<file path="src/logic/fc_pkg.sv">
package fc_pkg;

    // Int8 values per memory word
    localparam int LANES = 4;

    // Arithmetic shift after the bias add
    localparam int ACC_SHIFT = 4;

    typedef logic signed [7:0] lane_t;

    // Lane 0 in the low byte holds the lowest element index
    typedef lane_t [LANES-1:0] word_t;

    typedef logic signed [23:0] acc_t;

    // Host load, sel picks the activation (0) or parameter (1) memory
    typedef struct packed {
        logic       en;
        logic       sel;
        logic [7:0] addr;
        word_t      data;
    } host_wr_t;

    // Travels with each read and arrives together with the read data
    typedef struct packed {
        logic       valid;
        logic       is_bias;
        logic [1:0] lane;
        logic       final_layer;
        logic [7:0] index;
        logic       last;
    } mac_tag_t;

    // One finished output-layer neuron
    typedef struct packed {
        logic       valid;
        logic [7:0] index;
        lane_t      value;
        logic       last;
    } score_t;

    // Hidden word written back into activation memory
    typedef struct packed {
        logic       en;
        logic [7:0] addr;
        word_t      data;
    } act_wr_t;

endpackage

</file>
<file path="src/logic/word_ram.sv">
`timescale 1ns/100ps

module word_ram #(
    parameter int AW = 4
) (
    input  logic            clk,
    input  logic            we,
    input  logic [AW-1:0]   waddr,
    input  fc_pkg::word_t   wdata,
    input  logic [AW-1:0]   raddr,
    output fc_pkg::word_t   rdata
);

    fc_pkg::word_t mem [2**AW];

    // One write port, read data registered with one cycle of latency
    always_ff @(posedge clk) begin
        if (we) begin
            mem[waddr] <= wdata;
        end
        rdata <= mem[raddr];
    end

endmodule

</file>
<file path="src/logic/layer_sequencer.sv">
`timescale 1ns/100ps

module layer_sequencer #(
    parameter int N_IN     = 16,
    parameter int N_HID    = 8,
    parameter int N_OUT    = 10,
    parameter int ACT_AW   = 4,
    parameter int PARAM_AW = 6
) (
    input  logic                clk,
    input  logic                rstn,
    input  logic                start,
    output logic [ACT_AW-1:0]   act_raddr,
    output logic [PARAM_AW-1:0] param_raddr,
    output fc_pkg::mac_tag_t    tag,
    output logic                busy
);

    // Words per neuron row in each layer
    localparam logic [7:0] IN_W  = 8'(N_IN / fc_pkg::LANES);
    localparam logic [7:0] HID_W = 8'(N_HID / fc_pkg::LANES);

    localparam logic [7:0] LAST_HID = 8'(N_HID - 1);
    localparam logic [7:0] LAST_OUT = 8'(N_OUT - 1);

    // Memory bases, all derived from the layer sizes
    localparam logic [ACT_AW-1:0]   HID_BASE = ACT_AW'(N_IN / fc_pkg::LANES);
    localparam logic [PARAM_AW-1:0] B0_BASE  = PARAM_AW'(N_HID * N_IN / fc_pkg::LANES);
    localparam logic [PARAM_AW-1:0] W1_BASE  =
        PARAM_AW'(N_HID * N_IN / fc_pkg::LANES + N_HID / fc_pkg::LANES);
    localparam logic [PARAM_AW-1:0] B1_BASE  =
        W1_BASE + PARAM_AW'(N_OUT * N_HID / fc_pkg::LANES);

    // Lets the last hidden write land before layer 1 reads it
    localparam logic [1:0] DRAIN_LAST = 2'd2;

    typedef enum logic [1:0] {
        S_IDLE,
        S_L0,
        S_DRAIN,
        S_L1
    } state_t;

    state_t                state;
    logic [7:0]            neuron;
    logic [7:0]            word;
    logic [PARAM_AW-1:0]   w_ptr;
    logic [1:0]            drain_cnt;
    logic                  l1_done;

    logic                  l1;
    logic                  issue;
    logic                  bias_rd;
    logic [7:0]            words_per;
    logic [7:0]            last_neuron;
    fc_pkg::mac_tag_t      tag_next;

    always_comb begin
        l1          = state == S_L1;
        issue       = (state == S_L0) || l1;
        words_per   = l1 ? HID_W : IN_W;
        last_neuron = l1 ? LAST_OUT : LAST_HID;
        // Bias read follows the last dot-product word of a neuron
        bias_rd     = word == words_per;

        act_raddr = (l1 ? HID_BASE : '0) + word[ACT_AW-1:0];
        if (bias_rd) begin
            param_raddr = (l1 ? B1_BASE : B0_BASE) + PARAM_AW'(neuron[7:2]);
        end else begin
            param_raddr = w_ptr;
        end

        tag_next.valid       = issue;
        tag_next.is_bias     = bias_rd;
        tag_next.lane        = neuron[1:0];
        tag_next.final_layer = l1;
        tag_next.index       = neuron;
        tag_next.last        = neuron == last_neuron;
    end

    assign busy = state != S_IDLE;

    always_ff @(posedge clk or negedge rstn) begin
        if (!rstn) begin
            state     <= S_IDLE;
            neuron    <= '0;
            word      <= '0;
            w_ptr     <= '0;
            drain_cnt <= '0;
            l1_done   <= 1'b0;
            tag       <= '0;
        end else begin
            // Same delay as the RAM read data
            tag <= tag_next;
            case (state)
                S_IDLE: begin
                    if (start) begin
                        state   <= S_L0;
                        neuron  <= '0;
                        word    <= '0;
                        w_ptr   <= '0;
                        l1_done <= 1'b0;
                    end
                end
                S_L0, S_L1: begin
                    if (bias_rd) begin
                        word <= '0;
                        if (neuron == last_neuron) begin
                            neuron    <= '0;
                            drain_cnt <= '0;
                            l1_done   <= l1;
                            w_ptr     <= W1_BASE;
                            state     <= S_DRAIN;
                        end else begin
                            neuron <= neuron + 8'd1;
                        end
                    end else begin
                        // Weight rows of a layer sit back to back
                        word  <= word + 8'd1;
                        w_ptr <= w_ptr + 1'b1;
                    end
                end
                S_DRAIN: begin
                    drain_cnt <= drain_cnt + 2'd1;
                    // After the output layer, idle on the edge t_valid rises
                    if (l1_done && drain_cnt == DRAIN_LAST - 2'd1) begin
                        state <= S_IDLE;
                    end else if (drain_cnt == DRAIN_LAST) begin
                        state <= S_L1;
                    end
                end
                default: begin
                    state <= S_IDLE;
                end
            endcase
        end
    end

endmodule

</file>
<file path="src/logic/neuron_engine.sv">
`timescale 1ns/100ps

module neuron_engine #(
    parameter int N_IN = 16
) (
    input  logic              clk,
    input  logic              rstn,
    input  fc_pkg::word_t     act_word,
    input  fc_pkg::word_t     param_word,
    input  fc_pkg::mac_tag_t  tag,
    output fc_pkg::act_wr_t   act_wr,
    output fc_pkg::score_t    score
);

    // Hidden vector follows the input vector in activation memory
    localparam logic [7:0] HID_BASE = 8'(N_IN / fc_pkg::LANES);

    fc_pkg::acc_t  acc;
    fc_pkg::acc_t  dot;
    fc_pkg::acc_t  sum;
    fc_pkg::acc_t  shifted;
    fc_pkg::acc_t  clamped;
    fc_pkg::lane_t result;
    fc_pkg::word_t pack;
    fc_pkg::word_t pack_next;

    always_comb begin
        // Four-lane dot product of one word pair
        dot = '0;
        for (int i = 0; i < fc_pkg::LANES; i++) begin
            dot = dot + fc_pkg::acc_t'(act_word[i] * param_word[i]);
        end

        sum     = acc + fc_pkg::acc_t'(param_word[tag.lane]);
        shifted = sum >>> fc_pkg::ACC_SHIFT;

        // ReLU on the hidden layer only
        if (!tag.final_layer && shifted < 0) begin
            clamped = '0;
        end else begin
            clamped = shifted;
        end

        if (clamped > 127) begin
            result = 8'sh7f;
        end else if (clamped < -128) begin
            result = 8'sh80;
        end else begin
            result = clamped[7:0];
        end

        pack_next           = pack;
        pack_next[tag.lane] = result;
    end

    always_ff @(posedge clk or negedge rstn) begin
        if (!rstn) begin
            acc    <= '0;
            act_wr <= '0;
            score  <= '0;
        end else begin
            act_wr.en   <= 1'b0;
            score.valid <= 1'b0;
            if (tag.valid) begin
                if (tag.is_bias) begin
                    // Neuron done, accumulator ready for the next one
                    acc <= '0;
                    if (tag.final_layer) begin
                        score.valid <= 1'b1;
                        score.index <= tag.index;
                        score.value <= result;
                        score.last  <= tag.last;
                    end else if (tag.lane == 2'd3) begin
                        act_wr.en   <= 1'b1;
                        act_wr.addr <= HID_BASE + {2'b00, tag.index[7:2]};
                        act_wr.data <= pack_next;
                    end
                end else begin
                    acc <= acc + dot;
                end
            end
        end
    end

    // Hidden results collect four to a word
    always_ff @(posedge clk) begin
        if (tag.valid && tag.is_bias && !tag.final_layer) begin
            pack <= pack_next;
        end
    end

endmodule

</file>
<file path="src/logic/argmax_unit.sv">
`timescale 1ns/100ps

module argmax_unit (
    input  logic            clk,
    input  logic            rstn,
    input  logic            start,
    input  fc_pkg::score_t  score,
    output logic            t_valid,
    output logic [3:0]      class_idx
);

    logic          run;
    logic          seen;
    logic          take;
    fc_pkg::lane_t max_val;

    // Strictly greater only, so ties keep the lowest index
    assign take = score.valid && (!seen || score.value > max_val);

    always_ff @(posedge clk or negedge rstn) begin
        if (!rstn) begin
            t_valid   <= 1'b0;
            class_idx <= '0;
            run       <= 1'b0;
            seen      <= 1'b0;
        end else begin
            // Outside a run means idle or a result is already shown
            if (start && !run) begin
                t_valid <= 1'b0;
                run     <= 1'b1;
                seen    <= 1'b0;
            end
            if (score.valid) begin
                seen <= 1'b1;
                if (take) begin
                    class_idx <= score.index[3:0];
                end
                if (score.last) begin
                    t_valid <= 1'b1;
                    run     <= 1'b0;
                end
            end
        end
    end

    always_ff @(posedge clk) begin
        if (take) begin
            max_val <= score.value;
        end
    end

endmodule

</file>
<file path="src/logic/fc_top.sv">
`timescale 1ns/100ps

module fc_top #(
    parameter int N_IN     = 16,
    parameter int N_HID    = 8,
    parameter int N_OUT    = 10,
    parameter int ACT_AW   = 4,
    parameter int PARAM_AW = 6
) (
    input  logic             clk,
    input  logic             rstn,
    input  fc_pkg::host_wr_t host,
    input  logic             start,
    output logic             t_valid,
    output logic [3:0]       class_idx
);

    logic                  busy;
    logic                  host_act_we;
    logic                  host_param_we;

    logic                  act_we;
    logic [ACT_AW-1:0]     act_waddr;
    fc_pkg::word_t         act_wdata;

    logic [ACT_AW-1:0]     act_raddr;
    logic [PARAM_AW-1:0]   param_raddr;
    fc_pkg::word_t         act_rdata;
    fc_pkg::word_t         param_rdata;

    fc_pkg::mac_tag_t      tag;
    fc_pkg::act_wr_t       act_wr;
    fc_pkg::score_t        score;

    // Host loads only while the engine is idle
    assign host_act_we   = host.en && !busy && !host.sel;
    assign host_param_we = host.en && !busy && host.sel;

    // Hidden write-back takes the activation port during a run
    assign act_we    = act_wr.en || host_act_we;
    assign act_waddr = act_wr.en ? act_wr.addr[ACT_AW-1:0] : host.addr[ACT_AW-1:0];
    assign act_wdata = act_wr.en ? act_wr.data : host.data;

    word_ram #(
        .AW (ACT_AW)
    ) i_act_ram (
        .clk   (clk),
        .we    (act_we),
        .waddr (act_waddr),
        .wdata (act_wdata),
        .raddr (act_raddr),
        .rdata (act_rdata)
    );

    word_ram #(
        .AW (PARAM_AW)
    ) i_param_ram (
        .clk   (clk),
        .we    (host_param_we),
        .waddr (host.addr[PARAM_AW-1:0]),
        .wdata (host.data),
        .raddr (param_raddr),
        .rdata (param_rdata)
    );

    layer_sequencer #(
        .N_IN     (N_IN),
        .N_HID    (N_HID),
        .N_OUT    (N_OUT),
        .ACT_AW   (ACT_AW),
        .PARAM_AW (PARAM_AW)
    ) i_seq (
        .clk         (clk),
        .rstn        (rstn),
        .start       (start),
        .act_raddr   (act_raddr),
        .param_raddr (param_raddr),
        .tag         (tag),
        .busy        (busy)
    );

    neuron_engine #(
        .N_IN (N_IN)
    ) i_engine (
        .clk        (clk),
        .rstn       (rstn),
        .act_word   (act_rdata),
        .param_word (param_rdata),
        .tag        (tag),
        .act_wr     (act_wr),
        .score      (score)
    );

    argmax_unit i_argmax (
        .clk       (clk),
        .rstn      (rstn),
        .start     (start),
        .score     (score),
        .t_valid   (t_valid),
        .class_idx (class_idx)
    );

endmodule

</file>
<file path="config.mk">
export PLATFORM = sky130hd
export DESIGN_NAME = fc_top
export DESIGN_NICKNAME = d
export VERILOG_FILES = /design/src/logic/fc_pkg.sv /design/src/logic/word_ram.sv /design/src/logic/layer_sequencer.sv /design/src/logic/neuron_engine.sv /design/src/logic/argmax_unit.sv /design/src/logic/fc_top.sv
export SDC_FILE = /design/constraint.sdc
export NUM_CORES = 2
export LEC_CHECK = 0
export BUFFER_PORTS_ARGS = -buffer_cell sky130_fd_sc_hd__clkbuf_2
export CORE_ASPECT_RATIO = 0.75
export CORE_MARGIN = 4
export CORE_UTILIZATION = 50
export DETAILED_ROUTE_END_ITERATION = 16
export MAX_ROUTING_LAYER = met4
export PLACE_DENSITY = 0.65
export REMOVE_ABC_BUFFERS = 1
export SLEW_MARGIN = 20
export SYNTH_ARGS = -nofsm -noshare
export SYNTH_HDL_FRONTEND = slang
export SYNTH_SLANG_ARGS = --single-unit
</file>
<file path="constraint.sdc">
create_clock -name clk -period 10.7 [get_ports clk]
set_input_delay 2.14 -clock clk [delete_from_list [all_inputs] [get_ports clk]]
set_output_delay 2.14 -clock clk [all_outputs]
set_load 0.005 [all_outputs]
</file>
Word-level counts from Yosys, hierarchy flattened
Memory sizes are Yosys's and may differ from the RTL's. A register that Yosys moved wholly into a read port is not among the register bits.
Cells that the tools add are included.

operators by class
  $add $sub $neg = 12
  $mul = 4
  div/mod/pow operators = 0
  $lt $le $gt $ge = 6
  eq/ne operators = 13
  shifts and indexed selects = 0
  muxes and demuxes = 58
  bitwise gates (word level) = 1
  reduce and logical (&&, ||, !) cells = 33

operators by type and width
  kind                                                                    count
  41-bit 2-to-1 mux                                                       4
  24-bit adder                                                            4
  8-bit by 8-bit multiplier with 16-bit output                            4
  8-bit 2-to-1 mux                                                        8
  18-bit 2-to-1 mux                                                       3
  24-bit 2-to-1 mux                                                       2
  32-bit bitwise mux                                                      1
  32-bit 2-to-1 mux                                                       1
  8-bit case mux with 2 select lines                                      2
  24-bit by 8-bit adder with 24-bit output                                1
  24-bit by 8-bit > comparator with 1-bit output (second input constant)  1
  24-bit by 8-bit < comparator with 1-bit output (second input constant)  1
  6-bit 2-to-1 mux                                                        4
  20-bit by 1-bit < comparator with 1-bit output (second input constant)  1
  8-bit by 1-bit adder with 8-bit output (second input constant)          2
  8-bit binary-select mux with 2-bit select                               1
  8-bit demux with 2-bit select                                           1
  8-bit == test                                                           2
  1-bit 2-to-1 mux                                                        15
  2-bit 2-to-1 mux                                                        7
  6-bit case mux with 2 select lines                                      1
  3-bit AND reduction                                                     4
  4-bit AND reduction                                                     3
  1-bit logical AND                                                       10
  27 further kinds                                                        44

storage, ports and cells
  flip-flop bits (word level) = 171
  bits in latches = 0
  bits in writable memories = 2560
  bits in read-only memories = 0
  bits of input ports = 45
  output and inout port bits = 5
  logic and storage cells = 161
  memories kept = 2

memory list
  memory           depth  width  read ports  clocked after memory_dff  write ports  RTL line        RTL
  i_param_ram.mem  64     32     1           1                         1            word_ram.sv:14  fc_pkg::word_t mem [2**AW];
  i_act_ram.mem    16     32     1           1                         1            word_ram.sv:14

Longest topological paths before layout
  word-level depth = 14
  gate-level depth with buffers = 36
  mapped depth without buffers = 36

Hierarchy
A second synthesis with hierarchy kept.

second synthesis, totals
  cell total of the unflattened synthesis = 6348
  area total of the unflattened synthesis = 120230.3 µm²

modules (own cells, without submodules)
  module                   instances  cells each  area an instance (µm²)  seq. area each (µm²)
  word_ram at i_param_ram  1          3324        78515.3                 62139.6
  word_ram at i_act_ram    1          838         19835.3                 16015.4
  neuron_engine            1          1857        18385.1                 2772.7
  layer_sequencer          1          229         2127.0                  975.9
  argmax_unit              1          57          759.5                   415.4
  fc_top                   1          43          608.1                   0.0

Least setup slack after synthesis
No wires, ideal clock.

  kind = register to register
  from = register i_param_ram.rdata[12] in the netlist's numbering (read register of i_param_ram.mem)
  to = register i_engine.acc[23]
  setup time = 0.149 ns
  arrival time = 7.661 ns
  data required time = 10.551 ns
  slack = 2.890 ns
  cell stages (with the launch flop) = 36
  buffers on the path = 1
  clock period less this slack = 7.810 ns
  cells stage by stage = dfxtp_1 -> clkbuf_1 -> and2_1 -> fa_1 -> inv_1 -> fa_1 -> inv_1 -> fa_1 -> inv_1 -> fa_1 -> inv_1 -> ha_1 -> inv_1 -> o21bai_1 -> a21oi_1 -> o21bai_1 -> a21oi_1 -> nor2b_1 -> o21a_1 -> o41ai_1 -> xnor2_1 -> fa_1 -> inv_1 -> fa_1 -> inv_1 -> fa_1 -> inv_1 -> ha_1 -> a21o_1 -> a21oi_1 -> o21ai_0 -> a41o_1 -> o41a_1 -> mux2i_1 -> o211ai_1 -> o311ai_0

between the ends
  cells in the longest elaborated chain, start to end = 6

RTL lines
  what                                          RTL line             RTL
  start, declared                               word_ram.sv:11       output fc_pkg::word_t rdata
  8-bit by 8-bit multiplier with 16-bit output  neuron_engine.sv:31  dot = dot + fc_pkg::acc_t'(act_word[i] * param_word[i]);
  24-bit adder (3 in series)                    neuron_engine.sv:31
  24-bit adder                                  neuron_engine.sv:79  acc <= acc + dot;
  24-bit 2-to-1 mux                             neuron_engine.sv:65  if (tag.is_bias) begin
  end signal, assigned                          neuron_engine.sv:79
  end, declared                                 neuron_engine.sv:18  fc_pkg::acc_t acc;

No other way between the ends.
A chain may end at the register's enable or synchronous reset.

Final worst setup path
  from = register i_param_ram.rdata[8] in the netlist's numbering (read register of i_param_ram.mem)
  to = register i_engine.acc[23]

The elaborated chain is that of the path after synthesis.

==> out/metrics.yaml <==
maxCapViolCount: 0
wl_met2_um: 142000
startpoint_type: "flip-flop"
highest_layer: "met4"
start_util_pct: 50.5
p_leak_nw: 47.9
synthAdderAreaFrac_pct: 6.37
core_um2: 242000
wl_met1_um: 138000
multi_input_area_um2: 37000
fp.dieW_um: 578
period_share_pct: 82.3
skew_ns: 0.0619
dpl.hpwl_um: 175000
num_rows: 156
setup-violations-final: 0
wire_per_inst_um: 25.5
grt_pass1_wl_um: 473000
async_flop_share_pct: 4.29
clock_sinks: 2775
critPathKind: "flip-flop to flip-flop"
ant_nets: 0
fin_ws_ns: 1.90
dieArea_um2: 252000
ir_drop_mv: 0.735
wl_met3_um: 30800
grt.total_usage_pct: 25.8
layout-drive-gt1-share_pct: 10.0
worstReg2RegStart: "i_param_ram.rdata[8]"
hp-class: "flip-flop to flip-flop"
slowest_stage: "fa_1"
fill_cells: 19061
hold_viol_final: 0
nNetsFinal: 9617
synth_compound_area_share_pct: 6.21
end_kind: "flip-flop"
cts_buffer_depth: 4
synth_largest_area_cell: "edfxtp_1"
yosys_warnings: 0
synthDominantCellAreaShare_pct: 63.8
synth_top_family_by_area: "simple AND/OR/NAND/NOR gates"
p_clk_share_pct: 30.3
dieHeight_um: 436
clk_latency_ns: 0.86
drv_slew: 0
rsz0062_at_grt: "false"
drtIter0Drc: 8978
final_cells: 12588
reg2reg_depth: 33
clkTransAtPathRegs_ns: 0.06
p_sw_w: 0.00974
port_buffers: 47
power-per-cell-area_nw_per_um2: 233
cts_setup_buffers: 0
ff_latch_area_um2: 82100
cts-root-buf: "clkbuf_16"
critPathArrivalTime_ns: 9.46
placed_cells: 12075
antenna_found_initial: 26
avgSynthCellArea_um2: 13.4
r2r_end: "i_engine.acc[23]"
synth-seq-cells: 2775
design_area_um2: 136000
crit_required_ns: 11.36
synthCells: 9129
outcome: "finished, final reports clean"
max_stage_delay_ns: 0.63
cts_resized: 0
synth_edf_count: 2592
synthesis.area_um2: 122000
synth-simple-area-share_pct: 12.6
gr-total-overflow: 0
place_ws_ns: 1.93
drcViolationCount: 0
relSlewSlack_pct: 27.7
seq_power_share_pct: 38.6
synth.area.mux_share_pct: 3.69
grt_pass1_vias: 73393
switching_share_pct: 30.8
globalplace.congestion: 0.871
p_int_w: 0.0219
synthTopCellsByArea: "edfxtp_1 64%, nand2_1 7.0%, fa_1 4.5%"
wl_um: 321000
drt_first_pass_iters: 6
ys_seq_area_share_pct: 67.3
vias: 75212
placed_cell_area_um2: 127000
whs_ns: 0.444
htree_levels: 5
comb_power_share_pct: 31.1
setup_tns_ns: 0
cts_buffers: 278
setup.reg_to_reg.worst_slack_ns: 1.90
path_max_fanout: 9
crit_top_cell: "inv_1"
ys.flop_type: "edfxtp_1"
crit_end: "i_engine.acc[23]"
yosysUniqueCellTypes: 77
grt_max_degree: 174
synth-xor-area-share_pct: 0.833
pin_count: 50
crit_start: "i_param_ram.rdata[8]"
holdBufCountCts: 0
viasPerCell: 5.97
fmax_mhz: 114
tightest_slew_ns: 1.08
area_growth_pct: 11.1
cts_tree: "done"
min_period_ns: 8.80
## power groups by stage
stage | Combinational, W | Clock [W] | Sequential (W)
after global placement | 0.00936 | 0 | 0.0124
after floorplan | 0.00755 | 0 | 0.0124
after detailed placement | 0.00973 | 0 | 0.0124
after global routing | 0.0111 | 0.0102 | 0.0122
final | 0.00984 | 0.00958 | 0.0122
after CTS | 0.00981 | 0.00972 | 0.0122
## worst max-delay path, delay by kind of cell (launching register included)
kind                     cells  cell delay [ns]
AND/OR/NAND/NOR              2             0.29
XOR/XNOR                     1             0.24
AO/OA/AOI/OAI               12             2.52
adder cells (fa/ha/maj)      9             4.28
multiplexers                 1             0.16
flip-flops                   1             0.52
buffers and inverters        8             0.62
## cells in the mapped netlist (119+ instances only)
cell type and count:
a311oi_1 381, and3_1 269, dfrtp_1 119, nand3_1 526
a211oi_1 130, a31oi_1 132, nor2_1 191, inv_1 455
edfxtp_1 2592, and2_1 164, a21oi_1 197, fa_1 276
nand2_1 2261, ha_1 180, clkbuf_1 484, mux4_2 170
## cell type report
class | count | area share (%)
multi-input combinational | 5371 | 27.3
clock buffer | 359 | 5.55
tap | 3239 | 2.99
inverter | 456 | 1.26
clock inverter | 125 | 0.935
sequential | 2775 | 60.6
antenna | 29 | 0.0535
timing repair buffer | 234 | 1.37
## how the worst min path moves through the flow
| stage | startpoint | endpoint | slack (ns) | cells after the start |
|---|---|---|---|---|
| after floorplan | i_seq.tag[0] | i_engine.score[0] | 0.41 | 2 |
| after global placement | i_seq.tag[0] | i_engine.score[0] | 0.43 | 2 |
| after detailed placement | i_seq.tag[0] | i_engine.score[0] | 0.45 | 2 |
| after CTS | i_seq.tag[0] | i_engine.score[0] | 0.45 | 2 |
| after global routing | i_seq.tag[0] | i_engine.score[0] | 0.46 | 2 |
| final | i_seq.tag[0] | i_engine.score[0] | 0.44 | 2 |
## metrics by stage
step                      total power [W]  utilization, %
after global routing               0.0335            56.1
after floorplan                    0.0199               -
after detailed placement           0.0222            52.4
after CTS                          0.0317            56.0
after global placement             0.0218            52.4
final                              0.0316            56.1
## logic make-up after synthesis
group                      after synthesis
AOI/OAI and AO/OA                     1036
DFF                                   2775
buffers and inverters                  983
and+or+nand+nor                       3532
adders and majority gates              456
muxes                                  231
xor gates and xnor gates               116
## layer usage
metal / vias to the layer above / GRT usage, %
li1: 33212 / -
met1: 38210 / 37.6
met2: 3230 / 37.2
met3: 560 / 4.83
met4: 0 / 7.72
met5: - / -
## registers in the layout (all words and copies together) (netlist names), 8 cells and up
register           flops
i_act_ram.rdata       32
i_engine.act_wr       37
i_engine.pack         24
i_engine.score        14
i_param_ram.rdata     32
i_seq.word             8
i_engine.acc          24
i_act_ram.mem        512
i_param_ram.mem     2048
i_argmax.max_val       8
i_seq.neuron           8
i_seq.tag             10
## cell usage in the layout, fill, tap and decap left out, types with 20 or more instances in the layout
cell / netlist / final
a211oi_1: 130 / 123
a21o_1: 24 / 24
a21oi_1: 197 / 196
a311oi_1: 381 / 381
a31oi_1: 132 / 132
and2_1: 164 / 164
and3_1: 269 / 269
buf_4: 0 / 170
bufinv_16: 0 / 24
clkbuf_1: 484 / 66
clkbuf_16: 0 / 288
clkbuf_2: 0 / 46
clkinv_1: 1 / 50
clkinv_2: 0 / 31
dfrtp_1: 119 / 116
dfxtp_1: 64 / 64
diode_2: 0 / 29
edfxtp_1: 2592 / 2592
fa_1: 276 / 276
ha_1: 180 / 179
inv_1: 455 / 455
mux2_2: 42 / 39
mux4_2: 170 / 170
nand2_1: 2261 / 2261
nand2b_1: 24 / 24
nand3_1: 526 / 526
nor2_1: 191 / 110
nor2_4: 7 / 87
nor2b_1: 33 / 33
o21ai_0: 49 / 48
o22ai_1: 20 / 20
xnor2_1: 87 / 87
xor2_1: 29 / 28
Power figures use the tool's default switching activity.
